### config.mk
export PLATFORM = sky130hd
export DESIGN_NAME = fsqrt_top
export DESIGN_NICKNAME = d
export VERILOG_FILES = /design/src/common/fp_fmt_pkg.sv /design/src/common/fsqrt_ctrl_pkg.sv /design/src/fsqrt/fsqrt_recur.sv /design/src/fsqrt/fsqrt_round.sv /design/src/fsqrt/fsqrt_unpack.sv /design/src/hdl/fsqrt_top.sv
export SDC_FILE = /design/constraint.sdc
export NUM_CORES = 1
export LEC_CHECK = 0
export ABC_AREA = 0
export BUFFER_PORTS_ARGS = -buffer_cell sky130_fd_sc_hd__buf_2
export CAP_MARGIN = 20
export CORE_MARGIN = 10
export CORE_UTILIZATION = 55
export CTS_CLUSTER_DIAMETER = 150
export CTS_CLUSTER_SIZE = 24
export DETAILED_ROUTE_END_ITERATION = 8
export PLACE_DENSITY = 0.85
export SYNTH_ARGS = -nofsm -noshare
export SYNTH_HDL_FRONTEND = slang
export SYNTH_SLANG_ARGS = --single-unit
### constraint.sdc
create_clock -name clk -period 4 [get_ports clk]
set_clock_uncertainty 0.2 [all_clocks]
set_input_delay 0.4 -clock clk [delete_from_list [all_inputs] [get_ports clk]]
set_output_delay 0.4 -clock clk [all_outputs]
set_load 0.005 [all_outputs]
### src/common/fp_fmt_pkg.sv
// ====================
// Single-precision format package
// Field widths, operand classes and the structs passed between sqrt stages
// ====================

package fp_fmt_pkg;

  // ====================
  // Format constants
  // ====================
  localparam int EXP_W  = 8;            // Exponent field
  localparam int MAN_W  = 23;           // Stored mantissa field
  localparam int BIAS   = 127;          // Exponent bias
  localparam int ROOT_W = MAN_W + 4;    // Implicit bit, mantissa, guard/round/sticky

  localparam logic [31:0] QNAN = 32'h7FC0_0000;  // Canonical quiet NaN

  // Operand class, decided once in the unpack stage
  typedef enum logic [2:0] {
    cls_normal = 3'd0,
    cls_zero   = 3'd1,                  // Zero or flushed subnormal
    cls_inf    = 3'd2,                  // Positive infinity only
    cls_nan    = 3'd3,
    cls_neg    = 3'd4                   // Nonzero negative, root is invalid
  } fp_class_e;

  // ====================
  // Stage payloads
  // ====================

  // Unpack to recurrence
  typedef struct packed {
    fp_class_e               cls;
    logic                    sign;      // Sign of a zero result
    logic [EXP_W-1:0]        exp_res;   // Halved and rebiased
    logic [2*ROOT_W-1:0]     radicand;  // Two integer bits, odd exponent pre-shifted
  } sqrt_unpacked_t;

  // Recurrence to round
  typedef struct packed {
    fp_class_e               cls;
    logic                    sign;
    logic [EXP_W-1:0]        exp_res;
    logic [ROOT_W-1:0]       root;      // Bit ROOT_W-1 is the implicit one
    logic                    sticky;    // Final remainder was nonzero
  } sqrt_root_t;

endpackage

### src/common/fsqrt_ctrl_pkg.sv
// ====================
// Square root control package
// Rounding modes, recurrence FSM states and exception flags
// ====================

package fsqrt_ctrl_pkg;

  // RISC-V rounding mode encoding, unlisted codes act as rtz
  typedef enum logic [2:0] {
    rm_rne = 3'd0,                      // Nearest, ties to even
    rm_rtz = 3'd1,                      // Toward zero
    rm_rdn = 3'd2,                      // Toward minus infinity
    rm_rup = 3'd3,                      // Toward plus infinity
    rm_rmm = 3'd4                       // Nearest, ties away from zero
  } fp_rm_e;

  // Recurrence engine FSM
  typedef enum logic [1:0] {
    r_idle = 2'd0,                      // Waiting, first iteration runs on accept
    r_iter = 2'd1,                      // One root bit per cycle
    r_emit = 2'd2                       // Root presented to the round stage
  } recur_state_e;

  // Exception flags raised by a square root
  typedef struct packed {
    logic nv;                           // Invalid, negative operand
    logic nx;                           // Inexact
  } fp_flags_t;

endpackage

### src/fsqrt/fsqrt_recur.sv
// ====================
// Square root recurrence engine
// Restoring digit recurrence producing one of 27 root bits per cycle
// ====================
`timescale 1ns/1ps

module fsqrt_recur
  import fp_fmt_pkg::*;
  import fsqrt_ctrl_pkg::*;
(
  input  logic           clk,
  input  logic           reset_n,
  input  logic           unpk_valid,
  input  sqrt_unpacked_t unpk,
  output logic           root_valid,
  output sqrt_root_t     root
);

  recur_state_e                state;
  logic [$clog2(ROOT_W)-1:0]   iter_cnt;        // Iterations already done
  logic                        accept;          // New operation this cycle
  logic                        step;            // Iteration runs this cycle

  // Working registers
  logic [ROOT_W-1:0]           root_q;
  logic [ROOT_W+1:0]           rem_q;
  logic [2*ROOT_W-1:0]         rad_q;
  fp_class_e                   cls_q;
  logic                        sign_q;
  logic [EXP_W-1:0]            exp_q;

  // Iteration datapath
  logic [ROOT_W-1:0]           src_root;
  logic [ROOT_W+1:0]           src_rem;
  logic [2*ROOT_W-1:0]         src_rad;
  logic [ROOT_W+3:0]           ac;              // Remainder with two radicand bits
  logic [ROOT_W+3:0]           trial;           // Root shifted by two with a one appended
  logic [ROOT_W+3:0]           diff;
  logic                        fits;
  logic [ROOT_W-1:0]           nxt_root;
  logic [ROOT_W+1:0]           nxt_rem;

  assign accept = (state == r_idle) && unpk_valid;
  assign step   = accept || (state == r_iter);

  // ====================
  // One recurrence step
  // ====================
  always_comb begin
    // First step starts from zero root and remainder on the input radicand
    src_root = (state == r_idle) ? '0 : root_q;
    src_rem  = (state == r_idle) ? '0 : rem_q;
    src_rad  = (state == r_idle) ? unpk.radicand : rad_q;

    ac    = {src_rem, src_rad[2*ROOT_W-1 -: 2]};
    trial = {2'b00, src_root, 2'b01};
    diff  = ac - trial;
    fits  = (ac >= trial);                      // Difference non-negative

    nxt_rem  = fits ? diff[ROOT_W+1:0] : ac[ROOT_W+1:0];
    nxt_root = {src_root[ROOT_W-2:0], fits};
  end

  // ====================
  // FSM
  // ====================
  always_ff @(posedge clk or negedge reset_n) begin
    if (!reset_n) begin
      state    <= r_idle;
      iter_cnt <= '0;
    end else begin
      case (state)
        r_idle: begin
          if (unpk_valid) begin
            iter_cnt <= ($clog2(ROOT_W))'(1);   // First bit produced on accept
            state    <= (unpk.cls == cls_normal) ? r_iter : r_emit;
          end
        end
        r_iter: begin
          iter_cnt <= iter_cnt + 1'b1;
          if (iter_cnt == ($clog2(ROOT_W))'(ROOT_W-1))
            state <= r_emit;                    // Last bit lands this edge
        end
        r_emit:  state <= r_idle;
        default: state <= r_idle;
      endcase
    end
  end

  // Datapath registers
  always_ff @(posedge clk) begin
    if (step) begin
      root_q <= nxt_root;
      rem_q  <= nxt_rem;
      rad_q  <= src_rad << 2;                   // Next two radicand bits to the top
    end
    if (accept) begin
      cls_q  <= unpk.cls;
      sign_q <= unpk.sign;
      exp_q  <= unpk.exp_res;
    end
  end

  // Outputs held in r_emit for one cycle
  assign root_valid   = (state == r_emit);
  assign root.cls     = cls_q;
  assign root.sign    = sign_q;
  assign root.exp_res = exp_q;
  assign root.root    = root_q;
  assign root.sticky  = |rem_q;

endmodule

### src/fsqrt/fsqrt_round.sv
// ====================
// Square root round stage
// Rounds the root, packs result or special value, raises nv and nx
// ====================
`timescale 1ns/1ps

module fsqrt_round
  import fp_fmt_pkg::*;
  import fsqrt_ctrl_pkg::*;
(
  input  logic                  clk,
  input  logic                  reset_n,
  input  logic                  root_valid,
  input  sqrt_root_t            root,
  input  fp_rm_e                rm_q,
  output logic                  done,
  output logic [EXP_W+MAN_W:0]  result,
  output fp_flags_t             flags
);

  logic                     guard;
  logic                     rnd;
  logic                     sticky;
  logic                     round_up;
  logic [EXP_W+MAN_W-1:0]   mag;                // Exponent and mantissa after rounding
  logic [EXP_W+MAN_W:0]     nxt_result;
  fp_flags_t                nxt_flags;

  // ====================
  // Rounding decision
  // ====================
  assign guard  = root.root[2];
  assign rnd    = root.root[1];
  assign sticky = root.root[0] | root.sticky;   // Low root bit folds into sticky

  always_comb begin
    case (rm_q)
      rm_rne:  round_up = guard & (rnd | sticky | root.root[3]);
      rm_rup:  round_up = guard | rnd | sticky;
      rm_rmm:  round_up = guard;
      default: round_up = 1'b0;                 // rtz, rdn, root is never negative
    endcase
  end

  // Carry out of the mantissa would step the exponent
  assign mag = {root.exp_res, root.root[ROOT_W-2:3]} + round_up;

  // ====================
  // Result select
  // ====================
  always_comb begin
    nxt_flags = '0;
    case (root.cls)
      cls_nan: begin
        nxt_result = QNAN;
      end
      cls_neg: begin
        nxt_result   = QNAN;
        nxt_flags.nv = 1'b1;                    // sqrt of a negative
      end
      cls_inf: begin
        nxt_result = {1'b0, {EXP_W{1'b1}}, {MAN_W{1'b0}}};
      end
      cls_zero: begin
        nxt_result = {root.sign, {(EXP_W+MAN_W){1'b0}}};  // Keeps minus zero
      end
      default: begin
        nxt_result   = {1'b0, mag};
        nxt_flags.nx = guard | rnd | sticky;
      end
    endcase
  end

  // Output registers, held between done pulses
  always_ff @(posedge clk or negedge reset_n) begin
    if (!reset_n) begin
      done   <= 1'b0;
      result <= '0;
      flags  <= '0;
    end else begin
      done <= root_valid;                       // One-cycle pulse
      if (root_valid) begin
        result <= nxt_result;
        flags  <= nxt_flags;
      end
    end
  end

endmodule

### src/fsqrt/fsqrt_unpack.sv
// ====================
// Square root unpack stage
// Captures the operand, classifies it and builds radicand and exponent
// ====================
`timescale 1ns/1ps

module fsqrt_unpack
  import fp_fmt_pkg::*;
  import fsqrt_ctrl_pkg::*;
(
  input  logic                   clk,
  input  logic                   reset_n,
  input  logic                   start,
  input  logic                   done,          // From round stage, ends the operation
  input  logic [EXP_W+MAN_W:0]   operand,
  input  fp_rm_e                 rounding_mode,
  output logic                   busy,
  output logic                   unpk_valid,
  output sqrt_unpacked_t         unpk,
  output fp_rm_e                 rm_q           // Stable for the whole operation
);

  logic                   start_ok;
  logic                   pend;                 // Operand captured, unpack next cycle
  logic [EXP_W+MAN_W:0]   op_q;
  logic                   op_sign;
  logic [EXP_W-1:0]       op_exp;
  logic [MAN_W-1:0]       op_man;
  logic [MAN_W:0]         sig;                  // Significand with implicit one
  logic signed [EXP_W+1:0] ue;                  // Unbiased exponent
  logic signed [EXP_W+1:0] ue_half;
  logic signed [EXP_W+1:0] exp_sum;
  sqrt_unpacked_t         nxt_unpk;

  assign start_ok = start & ~busy;              // Start while busy is dropped

  // ====================
  // Control
  // ====================
  always_ff @(posedge clk or negedge reset_n) begin
    if (!reset_n) begin
      busy       <= 1'b0;
      pend       <= 1'b0;
      unpk_valid <= 1'b0;
    end else begin
      if (start_ok)
        busy <= 1'b1;
      else if (done)
        busy <= 1'b0;
      pend       <= start_ok;
      unpk_valid <= pend;                       // One-cycle pulse after capture
    end
  end

  // Operand and payload registers
  always_ff @(posedge clk) begin
    if (start_ok) begin
      op_q <= operand;
      rm_q <= rounding_mode;
    end
    if (pend)
      unpk <= nxt_unpk;
  end

  // ====================
  // Classify and prepare
  // ====================
  assign op_sign = op_q[EXP_W+MAN_W];
  assign op_exp  = op_q[MAN_W +: EXP_W];
  assign op_man  = op_q[MAN_W-1:0];
  assign sig     = {1'b1, op_man};

  always_comb begin
    ue      = $signed({2'b00, op_exp}) - $signed((EXP_W+2)'(BIAS));
    ue_half = ue >>> 1;                         // Floor halving, odd case is decremented first
    exp_sum = ue_half + $signed((EXP_W+2)'(BIAS));

    nxt_unpk.sign    = op_sign;
    nxt_unpk.exp_res = exp_sum[EXP_W-1:0];
    if (ue[0])                                  // Odd exponent, significand times two
      nxt_unpk.radicand = {sig, {(2*ROOT_W-MAN_W-1){1'b0}}};
    else
      nxt_unpk.radicand = {1'b0, sig, {(2*ROOT_W-MAN_W-2){1'b0}}};

    if (op_exp == {EXP_W{1'b1}} && op_man != '0)
      nxt_unpk.cls = cls_nan;                   // Any NaN, sign ignored
    else if (op_exp == '0)
      nxt_unpk.cls = cls_zero;                  // Subnormals flush to signed zero
    else if (op_sign)
      nxt_unpk.cls = cls_neg;                   // Includes minus infinity
    else if (op_exp == {EXP_W{1'b1}})
      nxt_unpk.cls = cls_inf;
    else
      nxt_unpk.cls = cls_normal;
  end

endmodule

### src/hdl/fsqrt_top.sv
// ====================
// Single-precision square root unit
// Unpack, digit recurrence and round stages in a chain
// ====================
`timescale 1ns/1ps

module fsqrt_top
  import fp_fmt_pkg::*;
  import fsqrt_ctrl_pkg::*;
(
  input  logic                  clk,
  input  logic                  reset_n,
  input  logic                  start,          // Ignored while busy
  input  fp_rm_e                rounding_mode,
  input  logic [EXP_W+MAN_W:0]  operand,
  output logic                  busy,
  output logic                  done,           // One-cycle pulse
  output logic [EXP_W+MAN_W:0]  result,
  output logic                  flag_nv,
  output logic                  flag_nx
);

  // Stage links
  logic            unpk_valid;
  sqrt_unpacked_t  unpk;
  fp_rm_e          rm_q;
  logic            root_valid;
  sqrt_root_t      root;
  fp_flags_t       flags;

  // ====================
  // Stages
  // ====================
  fsqrt_unpack u_unpack (
    .clk           (clk),
    .reset_n       (reset_n),
    .start         (start),
    .done          (done),
    .operand       (operand),
    .rounding_mode (rounding_mode),
    .busy          (busy),
    .unpk_valid    (unpk_valid),
    .unpk          (unpk),
    .rm_q          (rm_q)
  );

  fsqrt_recur u_recur (
    .clk        (clk),
    .reset_n    (reset_n),
    .unpk_valid (unpk_valid),
    .unpk       (unpk),
    .root_valid (root_valid),
    .root       (root)
  );

  fsqrt_round u_round (
    .clk        (clk),
    .reset_n    (reset_n),
    .root_valid (root_valid),
    .root       (root),
    .rm_q       (rm_q),
    .done       (done),
    .result     (result),
    .flags      (flags)
  );

  // Flag ports
  assign flag_nv = flags.nv;
  assign flag_nx = flags.nx;

endmodule
==> results.py <==
metrics = {
    "status": {
        "outcome": "finished clean",
    },
    "sta": {
        "finalSetupViolations": 0,
        "finalHoldViolations": 0,
        "max_clock_freq_mhz": 266,
        "grt_setup_unrepaired": "no",
        "tightest_slew_ns": 1.04,
        "fin_crit_sh_pct": 94.1,
        "holdWs_ns": 0.101,
        "setup_tns_ns": 0,
        "min_period_ns": 3.77,
        "worst_slew_margin_rel_pct": 30.4,
        "final.setup.worst_slack_ns": 0.235,
        "slew_viol_final": 0,
    },
    "synthesis": {
        "netlist.area_leader.share_pct": 46.1,
        "edff_count_synth": 163,
        "ys_dominant_reg_cell": "sky130_fd_sc_hd__edfxtp_1",
        "yosysWarnings": 0,
        "synth-async-reset-ratio_pct": 21.6,
        "netlist-cell-type-count": 66,
        "yosys-top-cells-area": "sky130_fd_sc_hd__edfxtp_1, sky130_fd_sc_hd__dfrtp_1, sky130_fd_sc_hd__nand2_1",
        "synth_area_per_cell_um2": 10.7,
        "postSynthCellCount": 993,
        "yosysSeqAreaShare_pct": 56.7,
        "synth.largest_area_cell": "sky130_fd_sc_hd__edfxtp_1",
        "commonest_cells_in_the_synthesized_netlist": "sky130_fd_sc_hd__nand2_1, sky130_fd_sc_hd__edfxtp_1, sky130_fd_sc_hd__o21ai_0",
        "mappedNetlistArea_um2": 10600,
        "postSynthNetCount": 1067,
        "synth.most_common_cell": "sky130_fd_sc_hd__nand2_1",
        "ys_ff_latch": 208,
    },
    "layout": {
        "postLayoutCoreUtil_pct": 63.9,
        "post_route_cells_drive_above_1_share_pct": 13.5,
        "finish.net_count": 1170,
        "ant_cells": 0,
        "finalInstanceArea_um2": 12000,
        "layoutNonFillerInstCount": 1362,
        "num-fill-cells": 1430,
        "flow.area_growth_from_synthesis_pct": 13.2,
    },
    "grt": {
        "number_of_global_route_vias_before_repair": 7555,
        "globalRouteOverflowTotal": 0,
        "grt.total_usage_pct": 17.7,
        "number_of_antenna_violations_at_the_first_check_in_global_routing": 0,
        "wire_length_of_the_first_global_routing_pass_um": 38200,
        "largest_net_degree_at_the_start_of_global_routing": 46,
    },
    "placed_design": {
        "preCtsSetupSlack_ns": 0.0908,
        "hpwl_reported_at_the_end_of_detailed_placement_um": 16000,
        "dpl_cell_area_um2": 11300,
        "port_buffers": 73,
        "gp_routability_congestion": 0.922,
        "dpl.cell_count": 1304,
    },
    "worst_setup_path": {
        "cp_top_family": "simple AND/OR/NAND/NOR gates",
        "worst-path-max-fanout": 5,
        "setup.worst_path.start_class": "flip-flop",
        "critical_path.max_stage_delay_ns": 0.52,
        "required_ns": 4.14,
        "arrival_ns": 3.90,
        "buf_inv_on_cp": 0,
        "criticalPathCategory": "reg2reg",
        "slowest_stage": "sky130_fd_sc_hd__or4_1",
        "worstPathCellList": "nor4_2 -> nand4_1 -> or4_1 -> nand3_1 -> o31ai_2 -> ha_1 -> and3_2 -> nand4_2 -> or4_4 -> nor3_1 -> xnor2_1 -> o21ai_0 -> a221oi_1 -> o21ai_0",
        "critPathMostFrequentCell": "sky130_fd_sc_hd__o21ai_0",
        "endpoint_kind": "flip-flop",
    },
    "drt": {
        "avgRoutedWirePerCell_um": 17.0,
        "via_count": 7672,
        "initialDrtViolationCount": 681,
        "firstDrtPassIters": 6,
        "routed_wl_um": 23200,
        "ant_nets": 0,
        "vias_per_cell": 5.63,
        "post_route_drc_violation_count": 0,
    },
    "floorplanning": {
        "die-height_um": 159,
        "start_util_pct": 56.4,
        "die_area_um2": 25300,
        "core-area_um2": 18800,
        "dieWidth_um": 159,
        "top_ports": 74,
        "floorplan.rows": 50,
    },
    "power_and_ir_drop": {
        "powerDensity_nw_per_um2": 935,
        "post-layout-total-power_mw": 11.2,
        "vdd_ir_drop_max_v": 0.000545,
        "leakagePower_nw": 5.03,
    },
    "flow_run": {
        "max_cap_violations": 0,
    },
    "hold_path": {
        "worstHoldPathType": "in2async",
    },
    "clocking": {
        "cts_root_buffer": "sky130_fd_sc_hd__clkbuf_16",
        "cts_num_sinks": 208,
        "cts_made_buffers": 12,
        "cts_htree_levels": 1,
        "clock_latency_ns": 0.48,
        "number_of_setup_buffers_added_after_cts": 0,
        "cts_tree": "built",
        "clk_pin_slew_ns": 0.11,
        "cts-root-to-sink-buffers": 3,
    },
}
[logic make-up (layout without fill, tap and decap cells)]
logic type / count (synthesis) / in the layout / synth area share [%]
multiplexers: 27 / 27 / 2.80
AND/OR/NAND/NOR: 389 / 389 / 17.5
AO/OA/AOI/OAI: 171 / 171 / 9.73
buffers and inverters: 97 / 206 / 3.71
flip-flops: 208 / 208 / 56.7
adder cells (fa/ha/maj): 36 / 36 / 4.24
XOR/XNOR: 65 / 65 / 5.36
[state kept, by name, summed over array words and instances, names as in the netlist, 2 cells and up]
| signal | count |
|---|---|
| u_unpack.unpk | 37 |
| u_round.result | 32 |
| u_unpack.op_q | 32 |
| u_recur.rem_q | 29 |
| u_recur.root_q | 27 |
| u_recur.rad_q | 23 |
| u_recur.exp_q | 8 |
| u_recur.iter_cnt | 5 |
| u_recur.cls_q | 3 |
| u_unpack.rm_q | 3 |
| u_recur.state | 2 |
| u_round.flags | 2 |
[final timing paths]
| check | startpoint | endpoint | slack [ns] | depth (start not counted) |
|---|---|---|---|---|
| min reg2reg | u_unpack.unpk[55] | u_recur.exp_q[1] | 0.23 | 0 |
| min | reset_n | u_round.result[15] | 0.10 | 2 |
| min in group clk | u_unpack.unpk[55] | u_recur.exp_q[1] | 0.23 | 0 |
| max in group asynchronous | reset_n | u_recur.iter_cnt[3] | 3.03 | 3 |
| max reg2reg | u_recur.rem_q[8] | u_round.result[22] | 0.23 | 14 |
| max | u_recur.rem_q[8] | u_round.result[22] | 0.23 | 14 |
[power by group]
group          leakage, nW  internal, mW  switching, mW  total (mW)
clock                0.166         0.577          0.677        1.25
sequential            2.08          3.44          0.439        3.88
combinational         2.79          2.45           3.66        6.11
total                 5.03          6.46           4.78        11.2
[cell usage in the layout, fill, tap and decap left out, types with 2 or more instances in the layout]
| cell type | synthesis | layout |
|---|---|---|
| sky130_fd_sc_hd__o21bai_1 | 8 | 8 |
| sky130_fd_sc_hd__a211oi_1 | 3 | 3 |
| sky130_fd_sc_hd__mux2i_1 | 5 | 5 |
| sky130_fd_sc_hd__and2_1 | 32 | 32 |
| sky130_fd_sc_hd__buf_6 | 3 | 2 |
| sky130_fd_sc_hd__o21ai_0 | 71 | 71 |
| sky130_fd_sc_hd__nand3b_1 | 2 | 2 |
| sky130_fd_sc_hd__nor2_1 | 43 | 43 |
| sky130_fd_sc_hd__a31oi_1 | 6 | 6 |
| sky130_fd_sc_hd__buf_2 | 2 | 73 |
| sky130_fd_sc_hd__nand4_1 | 20 | 20 |
| sky130_fd_sc_hd__and4_1 | 2 | 2 |
| sky130_fd_sc_hd__o211ai_1 | 2 | 2 |
| sky130_fd_sc_hd__a31o_2 | 3 | 3 |
| sky130_fd_sc_hd__nand3_1 | 28 | 28 |
| sky130_fd_sc_hd__dlygate4sd3_1 | 0 | 37 |
| sky130_fd_sc_hd__or2_2 | 4 | 4 |
| sky130_fd_sc_hd__ha_1 | 36 | 36 |
| sky130_fd_sc_hd__inv_1 | 58 | 57 |
| sky130_fd_sc_hd__inv_2 | 1 | 2 |
| sky130_fd_sc_hd__edfxtp_1 | 163 | 163 |
| sky130_fd_sc_hd__nand2_1 | 189 | 189 |
| sky130_fd_sc_hd__nand2b_1 | 5 | 5 |
| sky130_fd_sc_hd__and3_1 | 10 | 10 |
| sky130_fd_sc_hd__clkbuf_16 | 0 | 12 |
| sky130_fd_sc_hd__mux2_2 | 22 | 22 |
| sky130_fd_sc_hd__a22o_1 | 2 | 2 |
| sky130_fd_sc_hd__nor2b_1 | 5 | 4 |
| sky130_fd_sc_hd__a211o_1 | 2 | 2 |
| sky130_fd_sc_hd__a21o_1 | 16 | 16 |
| sky130_fd_sc_hd__dfrtp_1 | 45 | 45 |
| sky130_fd_sc_hd__nor3b_1 | 2 | 2 |
| sky130_fd_sc_hd__a21oi_1 | 42 | 42 |
| sky130_fd_sc_hd__nor4_1 | 17 | 16 |
| sky130_fd_sc_hd__clkbuf_1 | 28 | 6 |
| sky130_fd_sc_hd__buf_4 | 1 | 14 |
| sky130_fd_sc_hd__xor2_1 | 32 | 32 |
| sky130_fd_sc_hd__xnor2_1 | 33 | 33 |
| sky130_fd_sc_hd__nor3_1 | 18 | 18 |
[per-layer routing]
layer / wire length [um] / up-vias / global-route usage, % / share of wire, %
li1: - / 3711 / - / -
met1: 9510 / 3647 / 22.6 / 41
met2: 11700 / 279 / 31.0 / 50
met3: 1460 / 35 / 2.89 / 6.3
met4: 540 / 0 / 4.00 / 2.3
met5: 0 / - / 0 / 0
[timing repair]
| action | CTS | global route |
|---|---|---|
| setup endpoints to repair | 0 | 30 |
| endpoints found under the hold margin | 81 | 0 |
| resized for setup | 0 | 5 |
| hold buffers | 37 | 0 |
[cell type report]
class	count	area, um2	area share, %
Multi-Input combinational cell	688	4230	35.1
Clock inverter	2	25.0	0.208
Sequential cell	208	6020	50.1
Tap cell	260	325	2.71
Timing Repair Buffer	127	883	7.35
Clock buffer	18	323	2.68
Inverter	59	221	1.84
Power figures use the tool's default switching activity.
